**config.mk**
```make
export PLATFORM = sky130hd
export DESIGN_NAME = zx_mem_top
export DESIGN_NICKNAME = d
export VERILOG_FILES = /design/src/zx_mem_pkg.sv /design/src/zx_page_regs.sv /design/src/zx_rom_pager.sv /design/src/zx_addr_map.sv /design/src/zx_mem_top.sv
export VERILOG_INCLUDE_DIRS = /design/src
export SDC_FILE = /design/constraint.sdc
export NUM_CORES = 1
export LEC_CHECK = 0
export ABC_AREA = 1
export BUFFER_PORTS_ARGS = -buffer_cell sky130_fd_sc_hd__buf_2
export CAP_MARGIN = 20
export CORE_ASPECT_RATIO = 0.75
export CORE_MARGIN = 3
export CORE_UTILIZATION = 50
export CTS_CLUSTER_SIZE = 10
export DETAILED_ROUTE_END_ITERATION = 12
export MAX_ROUTING_LAYER = met4
export PLACE_DENSITY = 0.81
export SLEW_MARGIN = 20
export SYNTH_ARGS = -nofsm -noshare
export SYNTH_HDL_FRONTEND = slang
export SYNTH_HIERARCHICAL = 1
export SYNTH_SLANG_ARGS = --single-unit
```
**constraint.sdc**
```tcl
create_clock -name clk_sys -period 1.8 [get_ports clk_sys]
set_input_delay 0.09 -clock clk_sys [delete_from_list [all_inputs] [get_ports clk_sys]]
set_output_delay 0.09 -clock clk_sys [all_outputs]
set_load 0.01 [all_outputs]
```
**src/zx_mem_macros.svh**
```systemverilog
//======================================
// Memory paging unit constants
// Address width, port numbers, ROM base
// and fixed bank numbers
//======================================

`ifndef ZX_MEM_MACROS_SVH
`define ZX_MEM_MACROS_SVH

// External memory address width
`define ZX_ADDR_W 25

// Upper nibble of a ROM page address in external memory
`define ZX_ROM_PREFIX 4'b1000

// Profi 1024K extended paging port
`define ZX_PORT_DFFD 16'hDFFD

// Opcode fetch from 3Dxx in the 48K ROM enters TR-DOS
`define ZX_TRDOS_HOOK 6'h3D

// Banks hardwired to 4000-7FFF and 8000-BFFF
`define ZX_BANK_SCREEN 3'd5
`define ZX_BANK_MID 3'd2

`endif

```
**src/zx_mem_pkg.sv**
```systemverilog
//======================================
// Shared types of the paging unit
// Machine model, Z80 bus, page state,
// +3 register views, memory request
//======================================

`include "zx_mem_macros.svh"

package zx_mem_pkg;

	// Machine models, same order as the host menu
	typedef enum logic [2:0] {
		MACH_128   = 3'd0,
		MACH_P512  = 3'd1,
		MACH_P1024 = 3'd2,
		MACH_48    = 3'd3,
		MACH_PLUS3 = 3'd4
	} machine_t;

	// Z80 bus as seen by the paging unit, strobes active high
	typedef struct packed {
		logic [15:0] addr;
		logic [7:0]  dout;
		logic        mreq;
		logic        iorq;
		logic        rd;
		logic        wr;
		logic        m1;
	} z80_bus_t;

	// 1FFD in normal paging mode
	typedef struct packed {
		logic [4:0] misc;
		logic       rom_hi;
		logic       unused;
		logic       special;
	} p3_norm_t;

	// 1FFD in special (all RAM) mode
	typedef struct packed {
		logic [4:0] misc;
		logic [1:0] cfg;
		logic       special;
	} p3_spec_t;

	// Bit 0 decides which of the two views applies
	typedef union packed {
		p3_norm_t norm;
		p3_spec_t spec;
	} p3_page_u;

	typedef struct packed {
		logic [7:0] page_7ffd;
		p3_page_u   page_1ffd;
		logic [2:0] page_ext;
		logic       zx48;
		logic       plus3;
	} page_state_t;

	// Request towards external memory
	typedef struct packed {
		logic [`ZX_ADDR_W-1:0] addr;
		logic                  we;
	} ram_req_t;

endpackage

```
**src/zx_page_regs.sv**
```systemverilog
//======================================
// Paging registers
// Machine model latch, 7FFD, 1FFD and the
// Pentagon / Profi extended bank bits
//======================================

`include "zx_mem_macros.svh"

module zx_page_regs (
	input  logic                    clk_sys,
	input  logic                    reset,
	input  zx_mem_pkg::machine_t    machine,
	input  zx_mem_pkg::z80_bus_t    bus,
	output zx_mem_pkg::page_state_t state
);

	import zx_mem_pkg::*;

	// Extended memory models, held next to the exported flags
	logic p512;
	logic p1024;

	logic io_wr;
	logic io_wr_q;
	logic io_wr_new;

	logic locked;
	logic sel_7ffd;
	logic sel_1ffd;
	logic sel_dffd;

	//======================================
	// Port decode
	//======================================

	// Port write cycle, M1 excluded so interrupt acknowledge is ignored
	assign io_wr     = bus.iorq & bus.wr & ~bus.m1;
	assign io_wr_new = io_wr & ~io_wr_q;

	// 48K has no paging at all, bit 5 locks until reset
	assign locked = state.zx48 | state.page_7ffd[5];

	// Partial decode as on the real boards
	// +3 needs A14 high to keep 7FFD apart from 1FFD and 2FFD
	assign sel_7ffd = ~bus.addr[15] & ~bus.addr[1] &
		(bus.addr[14] | ~state.plus3) & ~locked;

	assign sel_1ffd = state.plus3 & ~locked &
		(bus.addr[15:12] == 4'b0001) & ~bus.addr[1];

	// Profi port is fully decoded and ignores the lock
	assign sel_dffd = p1024 & (bus.addr == `ZX_PORT_DFFD);

	//======================================
	// Registers
	//======================================

	always_ff @(posedge clk_sys) begin
		if (reset) begin
			io_wr_q <= 1'b0;
			state   <= '0;

			// Model is sampled for as long as reset is held
			state.zx48  <= (machine == MACH_48);
			state.plus3 <= (machine == MACH_PLUS3);
			p512        <= (machine == MACH_P512);
			p1024       <= (machine == MACH_P1024);
		end else begin
			io_wr_q <= io_wr;

			if (io_wr_new) begin
				if (sel_7ffd) begin
					state.page_7ffd <= bus.dout;
					// Pentagon 512K keeps bank bits 4:3 in D7:D6
					if (p512) begin
						state.page_ext[1:0] <= bus.dout[7:6];
					end
				end else if (sel_1ffd) begin
					state.page_1ffd <= bus.dout;
				end

				if (sel_dffd) begin
					state.page_ext <= bus.dout[2:0];
				end
			end
		end
	end

	//======================================
	// Checks
	//======================================

	// Upper bank bits exist only on the extended models
	a_ext_only_big: assert property (
		@(posedge clk_sys) disable iff (reset)
		!(p512 || p1024) |-> (state.page_ext == 3'd0)
	) else $error("page_ext set on a model without extended memory");

endmodule

```
**src/zx_rom_pager.sv**
```systemverilog
//======================================
// TR-DOS ROM paging
// Entry on fetch from 3Dxx in 48K BASIC,
// exit on any fetch from RAM
//======================================

`include "zx_mem_macros.svh"

module zx_rom_pager (
	input  logic                    clk_sys,
	input  logic                    reset,
	input  zx_mem_pkg::z80_bus_t    bus,
	input  zx_mem_pkg::page_state_t state,
	output logic                    trdos
);

	logic fetch;
	logic fetch_q;
	logic fetch_new;
	logic fetch_ram;
	logic hook_hit;
	logic active_48_rom;

	// Opcode fetch counted once per M1 cycle
	assign fetch     = bus.m1 & bus.mreq;
	assign fetch_new = fetch & ~fetch_q;

	// Anything from 4000 up is RAM
	assign fetch_ram = (bus.addr[15:14] != 2'b00);
	assign hook_hit  = (bus.addr[13:8] == `ZX_TRDOS_HOOK);

	// 48K BASIC ROM currently paged in
	// On +3 it is ROM 3, which needs both ROM bits and normal mode
	assign active_48_rom = state.zx48 |
		(state.page_7ffd[4] & ~state.plus3) |
		(state.plus3 & state.page_7ffd[4] & state.page_1ffd.norm.rom_hi &
			~state.page_1ffd.norm.special);

	always_ff @(posedge clk_sys) begin
		if (reset) begin
			fetch_q <= 1'b0;
			trdos   <= 1'b0;
		end else begin
			fetch_q <= fetch;

			if (fetch_new) begin
				if (fetch_ram) begin
					trdos <= 1'b0;
				end else if (hook_hit && active_48_rom) begin
					trdos <= 1'b1;
				end
			end
		end
	end

	// TR-DOS is entered only from a new fetch inside 3D00-3DFF
	a_trdos_entry_in_rom: assert property (
		@(posedge clk_sys) disable iff (reset)
		$rose(trdos) |-> $past(fetch_new && (bus.addr[15:8] == {2'b00, `ZX_TRDOS_HOOK}))
	) else $error("trdos entered on a fetch outside 3D00-3DFF");

endmodule

```
**src/zx_addr_map.sv**
```systemverilog
//======================================
// CPU to external memory mapping
// ROM page select, normal and +3 special
// layouts, write protection of ROM
//======================================

`include "zx_mem_macros.svh"

module zx_addr_map (
	input  zx_mem_pkg::z80_bus_t    bus,
	input  zx_mem_pkg::page_state_t state,
	input  logic                    trdos,
	output zx_mem_pkg::ram_req_t    mem
);

	logic [1:0] region;
	logic       special;
	logic [1:0] cfg;
	logic [3:0] rom_page;
	logic [5:0] ram_page;
	logic [7:0] page;

	assign region   = bus.addr[15:14];
	assign special  = state.page_1ffd.spec.special;
	assign cfg      = state.page_1ffd.spec.cfg;

	// 512K / 1024K bank bits sit above the 128K bank number
	assign ram_page = {state.page_ext, state.page_7ffd[2:0]};

	//======================================
	// ROM page
	//======================================

	always_comb begin
		if (trdos) begin
			rom_page = 4'b0001;
		end else if (state.plus3) begin
			rom_page = {2'b01, state.page_1ffd.norm.rom_hi, state.page_7ffd[4]};
		end else begin
			// 48K always sits on the BASIC ROM
			rom_page = {3'b001, state.zx48 | state.page_7ffd[4]};
		end
	end

	//======================================
	// Page per 16K region
	//======================================

	always_comb begin
		if (!special) begin
			case (region)
				2'd0:    page = {`ZX_ROM_PREFIX, rom_page};
				2'd1:    page = {5'd0, `ZX_BANK_SCREEN};
				2'd2:    page = {5'd0, `ZX_BANK_MID};
				default: page = {2'd0, ram_page};
			endcase
		end else begin
			// +3 all-RAM layouts 0-1-2-3, 4-5-6-7, 4-5-6-3, 4-7-6-3
			case (region)
				2'd0:    page = {5'd0, |cfg, 2'b00};
				2'd1:    page = {5'd0, |cfg, &cfg, 1'b1};
				2'd2:    page = {5'd0, |cfg, 2'b10};
				default: page = {5'd0, cfg == 2'd1, 2'b11};
			endcase
		end
	end

	//======================================
	// Request
	//======================================

	always_comb begin
		mem.addr = {{(`ZX_ADDR_W - 22){1'b0}}, page, bus.addr[13:0]};

		// ROM below 4000 is read only unless all RAM is mapped
		mem.we = bus.mreq & bus.wr & (special | (region != 2'd0));

		// No write may land anywhere in the ROM area of external memory
		assert (!(mem.we && mem.addr[`ZX_ADDR_W-1:18] == {3'b000, `ZX_ROM_PREFIX}))
		else $error("write enable on ROM address %h", mem.addr);
	end

endmodule

```
**src/zx_mem_top.sv**
```systemverilog
//======================================
// Memory paging unit top level
// Paging registers, TR-DOS pager and
// address map
//======================================

module zx_mem_top (
	input  logic                 clk_sys,
	input  logic                 reset,
	input  zx_mem_pkg::machine_t machine,
	input  zx_mem_pkg::z80_bus_t bus,
	output zx_mem_pkg::ram_req_t mem
);

	import zx_mem_pkg::*;

	page_state_t state;
	logic        trdos;

	// Port writes into the paging registers
	zx_page_regs u_page_regs (
		.clk_sys (clk_sys),
		.reset   (reset),
		.machine (machine),
		.bus     (bus),
		.state   (state)
	);

	// TR-DOS entry and exit from opcode fetches
	zx_rom_pager u_rom_pager (
		.clk_sys (clk_sys),
		.reset   (reset),
		.bus     (bus),
		.state   (state),
		.trdos   (trdos)
	);

	// Same-cycle address translation
	zx_addr_map u_addr_map (
		.bus   (bus),
		.state (state),
		.trdos (trdos),
		.mem   (mem)
	);

endmodule

```
# After elaboration in Yosys (flattened, before gate mapping)
# Cells that the tools add are included.
[word_totals] reg_bits=19 input_bits=34
[classes] n_mux=10 n_eq_ne=10 reduce_logical=13 n_bitwise=33
[op_table] cell="$pmux W8 S3" count=1
[op_table] cell="$and A1 B1 Y1" count=18
[op_table] cell="$eq A16 B16 Y1 const B" count=1
[op_table] cell="$not A1 Y1" count=9
[op_table] cell="$pmux W3 S3" count=1
[op_table] cell="$mux W8" count=1
[op_table] cell="$reduce_and A2 Y1" count=4
[op_table] cell="$reduce_bool A2 Y1" count=4
[op_table] cell="$eq A3 B2 Y1 const B" count=2
[op_table] cell="$eq A6 B6 Y1 const B" count=1
[op_table] cell="$mux W2" count=3
[op_table] cell="$or A1 B1 Y1" count=6
[op_table] cell="$reduce_and A3 Y1" count=2
[op_table] cell="$eq A2 B1 Y1 const B" count=2
[op_table] cell="$eq A4 B1 Y1 const B" count=1
[op_table] cell="$mux W4" count=1
[op_table] cell="$eq A3 B1 Y1 const B" count=1
[op_table] cell="$eq A3 B3 Y1 const B" count=1
[op_table] cell="$mux W3" count=1
[op_table] cell="$eq A2 B2 Y1 const B" count=1
[op_table] cell="$logic_not A2 Y1" count=1
[op_table] cell="$mux W1" count=2
[op_table] cell="$reduce_or A2 Y1" count=1
[op_table] cell="$logic_and A1 B1 Y1" count=1

# Longest topological paths before layout
# Gate-level depths: netlist of run 1.
[depth] word_depth=7 ltp_mapped=9

# Cells and area by module
# The synthesis of run 1 kept the hierarchy.
[by_module_without_submodules] mod="zx_page_regs" seq_area_each_um2=520.5 instances=1 area_each_um2=1159.9 cells_per_inst=151
[by_module_without_submodules] mod="zx_addr_map" seq_area_each_um2=0.0 instances=1 area_each_um2=332.8 cells_per_inst=65
[by_module_without_submodules] mod="zx_rom_pager" seq_area_each_um2=40.0 instances=1 area_each_um2=130.1 cells_per_inst=22

# Least setup slack after synthesis of run 1
# Ideal clock, no wire load.
[synth_timing] kind="register -> register" startpoint="reg, netlist name u_page_regs/state[0]" endpoint="reg, netlist name u_page_regs/state[11]" path_stages_with_launch=8 t_required_ns=1.670 slack_ns=0.545 period_less_slack_ns=1.255 path_buffers=0 t_arrival_ns=1.125 setup_ns=0.130 cell_sequence="edfxtp_1 inv_1 nor2_4 nand2_2 nor2_4 nand2_4 nor2_2 nor3_2"

==> results.py, run 1 <==
metrics = {
    "run": {
        "drv_cap": 0,
    },
    "route": {
        "wl_per_cell_um": 10.3,
        "first_pass_iters": 4,
        "wl_um": 2850,
        "drc": 0,
        "dr_total_vias": 1304,
        "ant_nets": 0,
        "vias_per_cell": 4.71,
        "drt_iter0_markers": 68,
    },
    "critical_path": {
        "worstSetupStartpointType": "register",
        "critPathMaxFanout": 12,
        "cp.required_ns": 1.71,
        "crit_type": "reg -> out",
        "reg2reg_depth": 8,
        "cp-end-kind": "output pin",
        "crit_arrival_ns": 1.36,
    },
    "floorplanning": {
        "initial_core_util_pct": 55.6,
        "dieArea_mm2": 0.00335,
        "dieWidth_um": 65.9,
        "die_h_um": 50.9,
        "ios": 60,
        "core_mm2": 0.00242,
        "num_rows": 15,
    },
    "clock_network": {
        "root_buffer": "clkbuf_4",
        "cts-buffers-inserted": 3,
        "cts_tree": "yes",
        "cts_sinks": 18,
        "clock_latency_ns": 0.30,
        "clk_pin_slew_worst_paths_ns": 0.11,
        "ctsHoldBuffers": 0,
        "post-cts-setup-buffers": 0,
        "htreeDepth": 1,
        "cts_buffer_depth": 2,
        "post_cts_resized": 0,
    },
    "global_route": {
        "grt_pass1_wl_um": 4460,
        "antenna_found_initial": 0,
        "grt_pass1_vias": 1066,
        "grt_max_degree": 17,
        "grt_usage_pct": 17.7,
        "overflow": 0,
    },
    "cells_and_area": {
        "utilization_pct": 63.2,
        "drive_gt1_share_pct": 29.6,
        "antenna_cells": 0,
        "layout_common_cells": "nand2_1 (55), buf_2 (53), inv_1 (29), nor2_1 (29), dfxtp_1 (14)",
        "final_common_cell": "nand2_1",
        "multi_input_area_um2": 677,
        "final_area_mm2": 0.00153,
        "syn_to_final_growth_pct": 13.8,
        "instances_no_fill": 277,
        "num-fill-cells": 239,
        "layout.nets": 278,
        "register_area_um2": 400,
    },
    "run_status": {
        "outcome": "finished clean",
    },
    "pwr": {
        "leakagePower_nw": 0.799,
        "finalPower_w": 0.000854,
        "peakVddDrop_mv": 0.407,
        "powerDensity_mw_per_mm2": 558,
    },
    "synthesis": {
        "syn_area_mm2": 0.00135,
        "ys_warn_count": 6,
        "syn-instance-count": 206,
        "synth_area_per_cell_um2": 6.53,
    },
    "placement": {
        "placed_cell_area_mm2": 0.00149,
        "io_buffers": 53,
        "place_congestion": 0.905,
        "hpwl_um": 2240,
        "dp_cells": 273,
    },
    "timing": {
        "period_share_pct": 80.7,
        "fin_skew_ns": 0.0130,
        "fmaxAchievable_mhz": 688,
        "setup_viol": 0,
        "period_minus_slack_ns": 1.45,
        "hold_viol": 0,
        "tns_ns": 0,
        "slew_violations": 0,
        "rsz0062_at_grt": "no",
    },
    "worst_hold_path": {
        "min_path_cells": 3,
        "hold_class": "in -> reg",
    },
}
[report_power, final]
| part | internal (W) | leakage [nW] | switching (W) |
|---|---|---|---|
| clock network | 0.000123 | 0.0210 | 0.000130 |
| logic | 0.0000672 | 0.627 | 0.000105 |
| registers | 0.000422 | 0.151 | 0.00000641 |
| total | 0.000612 | 0.799 | 0.000242 |
[path summary, 6_finish.rpt]
kind | startpoint | endpoint | slack (ns)
min | bus[10] | u_page_regs/state[18] | 0.06
min reg2reg | u_page_regs/state[14] | u_page_regs/state[14] | 0.47
max | u_page_regs/state[5] | mem[15] | 0.35
max reg2reg | u_page_regs/state[1] | u_page_regs/state[3] | 0.49
[layer usage]
| metal | GRT usage, % | wire, µm | vias to the layer above | part of all wire [%] |
|---|---|---|---|---|
| met5 | - | 0 | - | 0 |
| met4 | 3.10 | 14 | 0 | 0.49 |
| met3 | 3.96 | 300 | 2 | 11 |
| met2 | 29.6 | 1250 | 59 | 44 |
| met1 | 22.1 | 1280 | 557 | 45 |
| li1 | - | - | 686 | - |
[sequential cells by signal, summed over array words and instances, names as in the netlist]
name / count
u_page_regs/state: 13
u_page_regs/io_wr_q: 1
u_page_regs/p1024: 1
u_page_regs/p512: 1
u_rom_pager/fetch_q: 1
u_rom_pager/trdos: 1
[through the flow]
step	setup slack [ns]	hold WS, ns
2_1_floorplan	0.604	0.162
3_3_place_gp	0.496	0.367
3_5_place_dp	0.480	0.369
4_1_cts	0.347	0.0569
5_1_grt	0.214	0.0520
6_report	0.348	0.0644
[worst max-delay path: stages, from the launching register on]
cell and delay, ns:
dfxtp_1 0.60, inv_1 0.11, nand2_1 0.08, o21a_1 0.10, nand2_1 0.04, buf_2 0.13
[layout make-up]
type / count / area share [%]
multi-input combinational: 139 / 44.2
sequential: 18 / 26.2
timing repair buffer: 53 / 17.3
inverter: 29 / 7.11
tap: 34 / 2.78
clock buffer: 4 / 2.37
No activity file was read; power rests on OpenSTA's default activity.
==> inputs of run 2 (changes only) <==
--- a/config.mk
+++ b/config.mk
@@ -11,11 +11,11 @@
 export CAP_MARGIN = 20
 export CORE_ASPECT_RATIO = 0.75
 export CORE_MARGIN = 3
-export CORE_UTILIZATION = 50
+export CORE_UTILIZATION = 45
 export CTS_CLUSTER_SIZE = 10
 export DETAILED_ROUTE_END_ITERATION = 12
 export MAX_ROUTING_LAYER = met4
-export PLACE_DENSITY = 0.81
+export PLACE_DENSITY = 0.77
 export SLEW_MARGIN = 20
 export SYNTH_ARGS = -nofsm -noshare
 export SYNTH_HDL_FRONTEND = slang
==> constraint.sdc (replaced) <==
create_clock -name clk_sys -period 1.3 [get_ports clk_sys]
set_input_delay 0.065 -clock clk_sys [delete_from_list [all_inputs] [get_ports clk_sys]]
set_output_delay 0.065 -clock clk_sys [all_outputs]
set_load 0.01 [all_outputs]
==> run 2 against run 1 <==
Cell area increased by 6.5%. Worst hold slack improved by 0.024 ns. Largest cell class unchanged. Wire length increased by 10%. The run now ends with negative setup slack left. Critical endpoint unchanged. Largest power group unchanged. Die area increased by 9.9%. Final cell count increased by 4.0%. Highest routed layer unchanged.
==> results.py, run 2 (same netlist as run 1, synthesis figures left out) <==
metrics = {
    "run_status": {
        "outcome": "finished, violations left",
        "failed_checks": "negative setup slack",
    },
    "floorplanning": {
        "core_mm2": 0.00272,
        "dieWidth_um": 69.1,
        "initial_core_util_pct": 49.4,
        "num_rows": 16,
        "dieArea_mm2": 0.00369,
        "die_h_um": 53.3,
        "ios": 60,
    },
    "cells_and_area": {
        "num-fill-cells": 284,
        "max_flop_register": "u_page_regs/state",
        "largest_reg_flops": 13,
        "layout_common_cells": "nand2_1 (54), buf_2 (53), inv_1 (28), nor2_1 (28)",
        "register_area_um2": 402,
        "layout.nets": 287,
        "utilization_pct": 59.8,
        "antenna_cells": 0,
        "final_common_cell": "nand2_1",
        "multi_input_area_um2": 689,
        "syn_to_final_growth_pct": 21.1,
        "drive_gt1_share_pct": 33.3,
    },
    "timing": {
        "period_share_pct": 100,
        "layout_setup_ws_ns": -0.00595,
        "fin_skew_ns": 0.00319,
        "period_minus_slack_ns": 1.31,
        "tns_ns": -0.00595,
        "slew_violations": 0,
        "fmaxAchievable_mhz": 766,
        "hold_ws_ns": 0.0886,
        "setup_viol": 1,
        "rsz0062_at_grt": "yes",
        "hold_viol": 0,
    },
    "global_route": {
        "grt_usage_pct": 17.8,
        "grt_pass1_vias": 1098,
        "grt_max_degree": 17,
        "overflow": 0,
        "grt_pass1_wl_um": 5000,
        "antenna_found_initial": 0,
    },
    "route": {
        "vias_per_cell": 4.60,
        "ant_nets": 0,
        "dr_total_vias": 1326,
        "first_pass_iters": 4,
        "drc": 0,
        "wl_per_cell_um": 10.9,
        "wl_um": 3140,
        "drt_iter0_markers": 48,
    },
    "critical_path": {
        "r2r_end": "u_page_regs/state[2]",
        "critPathMaxFanout": 3,
        "cp.required_ns": 1.24,
        "crit_arrival_ns": 1.24,
        "crit_type": "reg -> out",
        "r2r_slack_ns": 0.01,
        "cp_slowest_cell": "edfxtp_1",
        "timing.rr.start": "u_page_regs/state[1]",
        "cp_slowest_stage_delay_ns": 0.44,
        "cp-end-kind": "output pin",
        "cp_common_cell": "nand2_1",
        "reg2reg_depth": 8,
        "worstSetupStartpointType": "register",
        "worstPathCellList": "buf_6 > inv_4 > nand2_2 > nand3b_1 > nand2_1 > nand2_1 > buf_2",
    },
    "pwr": {
        "leakagePower_nw": 0.849,
        "peakVddDrop_mv": 0.641,
        "powerDensity_mw_per_mm2": 776,
        "finalPower_w": 0.00126,
    },
    "clock_network": {
        "ctsHoldBuffers": 0,
        "cts-buffers-inserted": 3,
        "cts_tree": "yes",
        "cts_buffer_depth": 2,
        "root_buffer": "clkbuf_8",
        "clk_pin_slew_worst_paths_ns": 0.07,
        "clock_latency_ns": 0.26,
        "cts_sinks": 18,
        "htreeDepth": 1,
    },
    "placement": {
        "hpwl_um": 2450,
        "io_buffers": 53,
        "place_congestion": 0.815,
    },
    "worst_hold_path": {
        "hold_class": "in -> reg",
        "worstHoldStart": "bus[10]",
        "hold_end": "u_page_regs/state[18]",
        "min_path_cells": 3,
    },
    "run": {
        "drv_cap": 0,
    },
}
[run 2: worst max-delay path, delay by kind of cell, from the launching register on]
kind / cells / cell delay (ns)
buffers and inverters: 3 / 0.32
flip-flops: 1 / 0.44
AND/OR/NAND/NOR: 4 / 0.22
[run 2: timing repair]
| item | in CTS | in global routing |
|---|---|---|
| setup endpoints to repair | 3 | 12 |
| buffers inserted | 1 | 2 |
| gates resized for setup | 4 | 3 |
| pin swaps | 1 | 4 |
| cloned | 0 | 0 |
[run 2: how the worst max path moves through the flow]
stage | startpoint | end | slack [ns] | cells past startpoint
5_1_grt | u_page_regs/state[0] | mem[15] | -0.07 | 7
6_report | u_page_regs/state[0] | mem[15] | -0.006 | 7
3_5_place_dp | u_page_regs/state[1] | u_page_regs/state[3] | 0.01 | 8
3_3_place_gp | u_page_regs/state[1] | u_page_regs/state[2] | 0.06 | 8
4_1_cts | u_page_regs/state[0] | mem[15] | -0.004 | 7
2_1_floorplan | u_page_regs/state[1] | u_page_regs/state[2] | 0.10 | 8
[run 2: cell type report]
type / instances / area share (%)
multi-input combinational: 139 / 42.3
sequential: 18 / 24.7
timing repair buffer: 62 / 20.7
inverter: 29 / 6.84
tap: 36 / 2.76
clock buffer: 3 / 2.53
clock inverter: 1 / 0.230
[run 2: report_power, final]
part	leakage [nW]	internal [W]	total, W	switching, W
clock network	0.0231	0.000210	0.000405	0.000194
registers	0.152	0.000584	0.000593	0.00000835
logic	0.674	0.000110	0.000266	0.000156
[run 2: per-layer routing]
| metal | track usage (%) | routed length (µm) | vias up |
|---|---|---|---|
| li1 | - | - | 707 |
| met1 | 23.0 | 1540 | 582 |
| met2 | 27.4 | 1400 | 35 |
| met3 | 5.69 | 195 | 2 |
| met4 | 3.90 | 12 | 0 |
| met5 | - | 0 | - |
[run 2: stage by stage]
step           setup slack (ns)  instances  area [µm²]
3_3_place_gp             0.0595        281        1540
5_1_grt                 -0.0740        288        1630
2_1_floorplan             0.104        209        1360
4_1_cts                -0.00394        286        1610
3_5_place_dp             0.0120        281        1540
6_report               -0.00595        288        1630
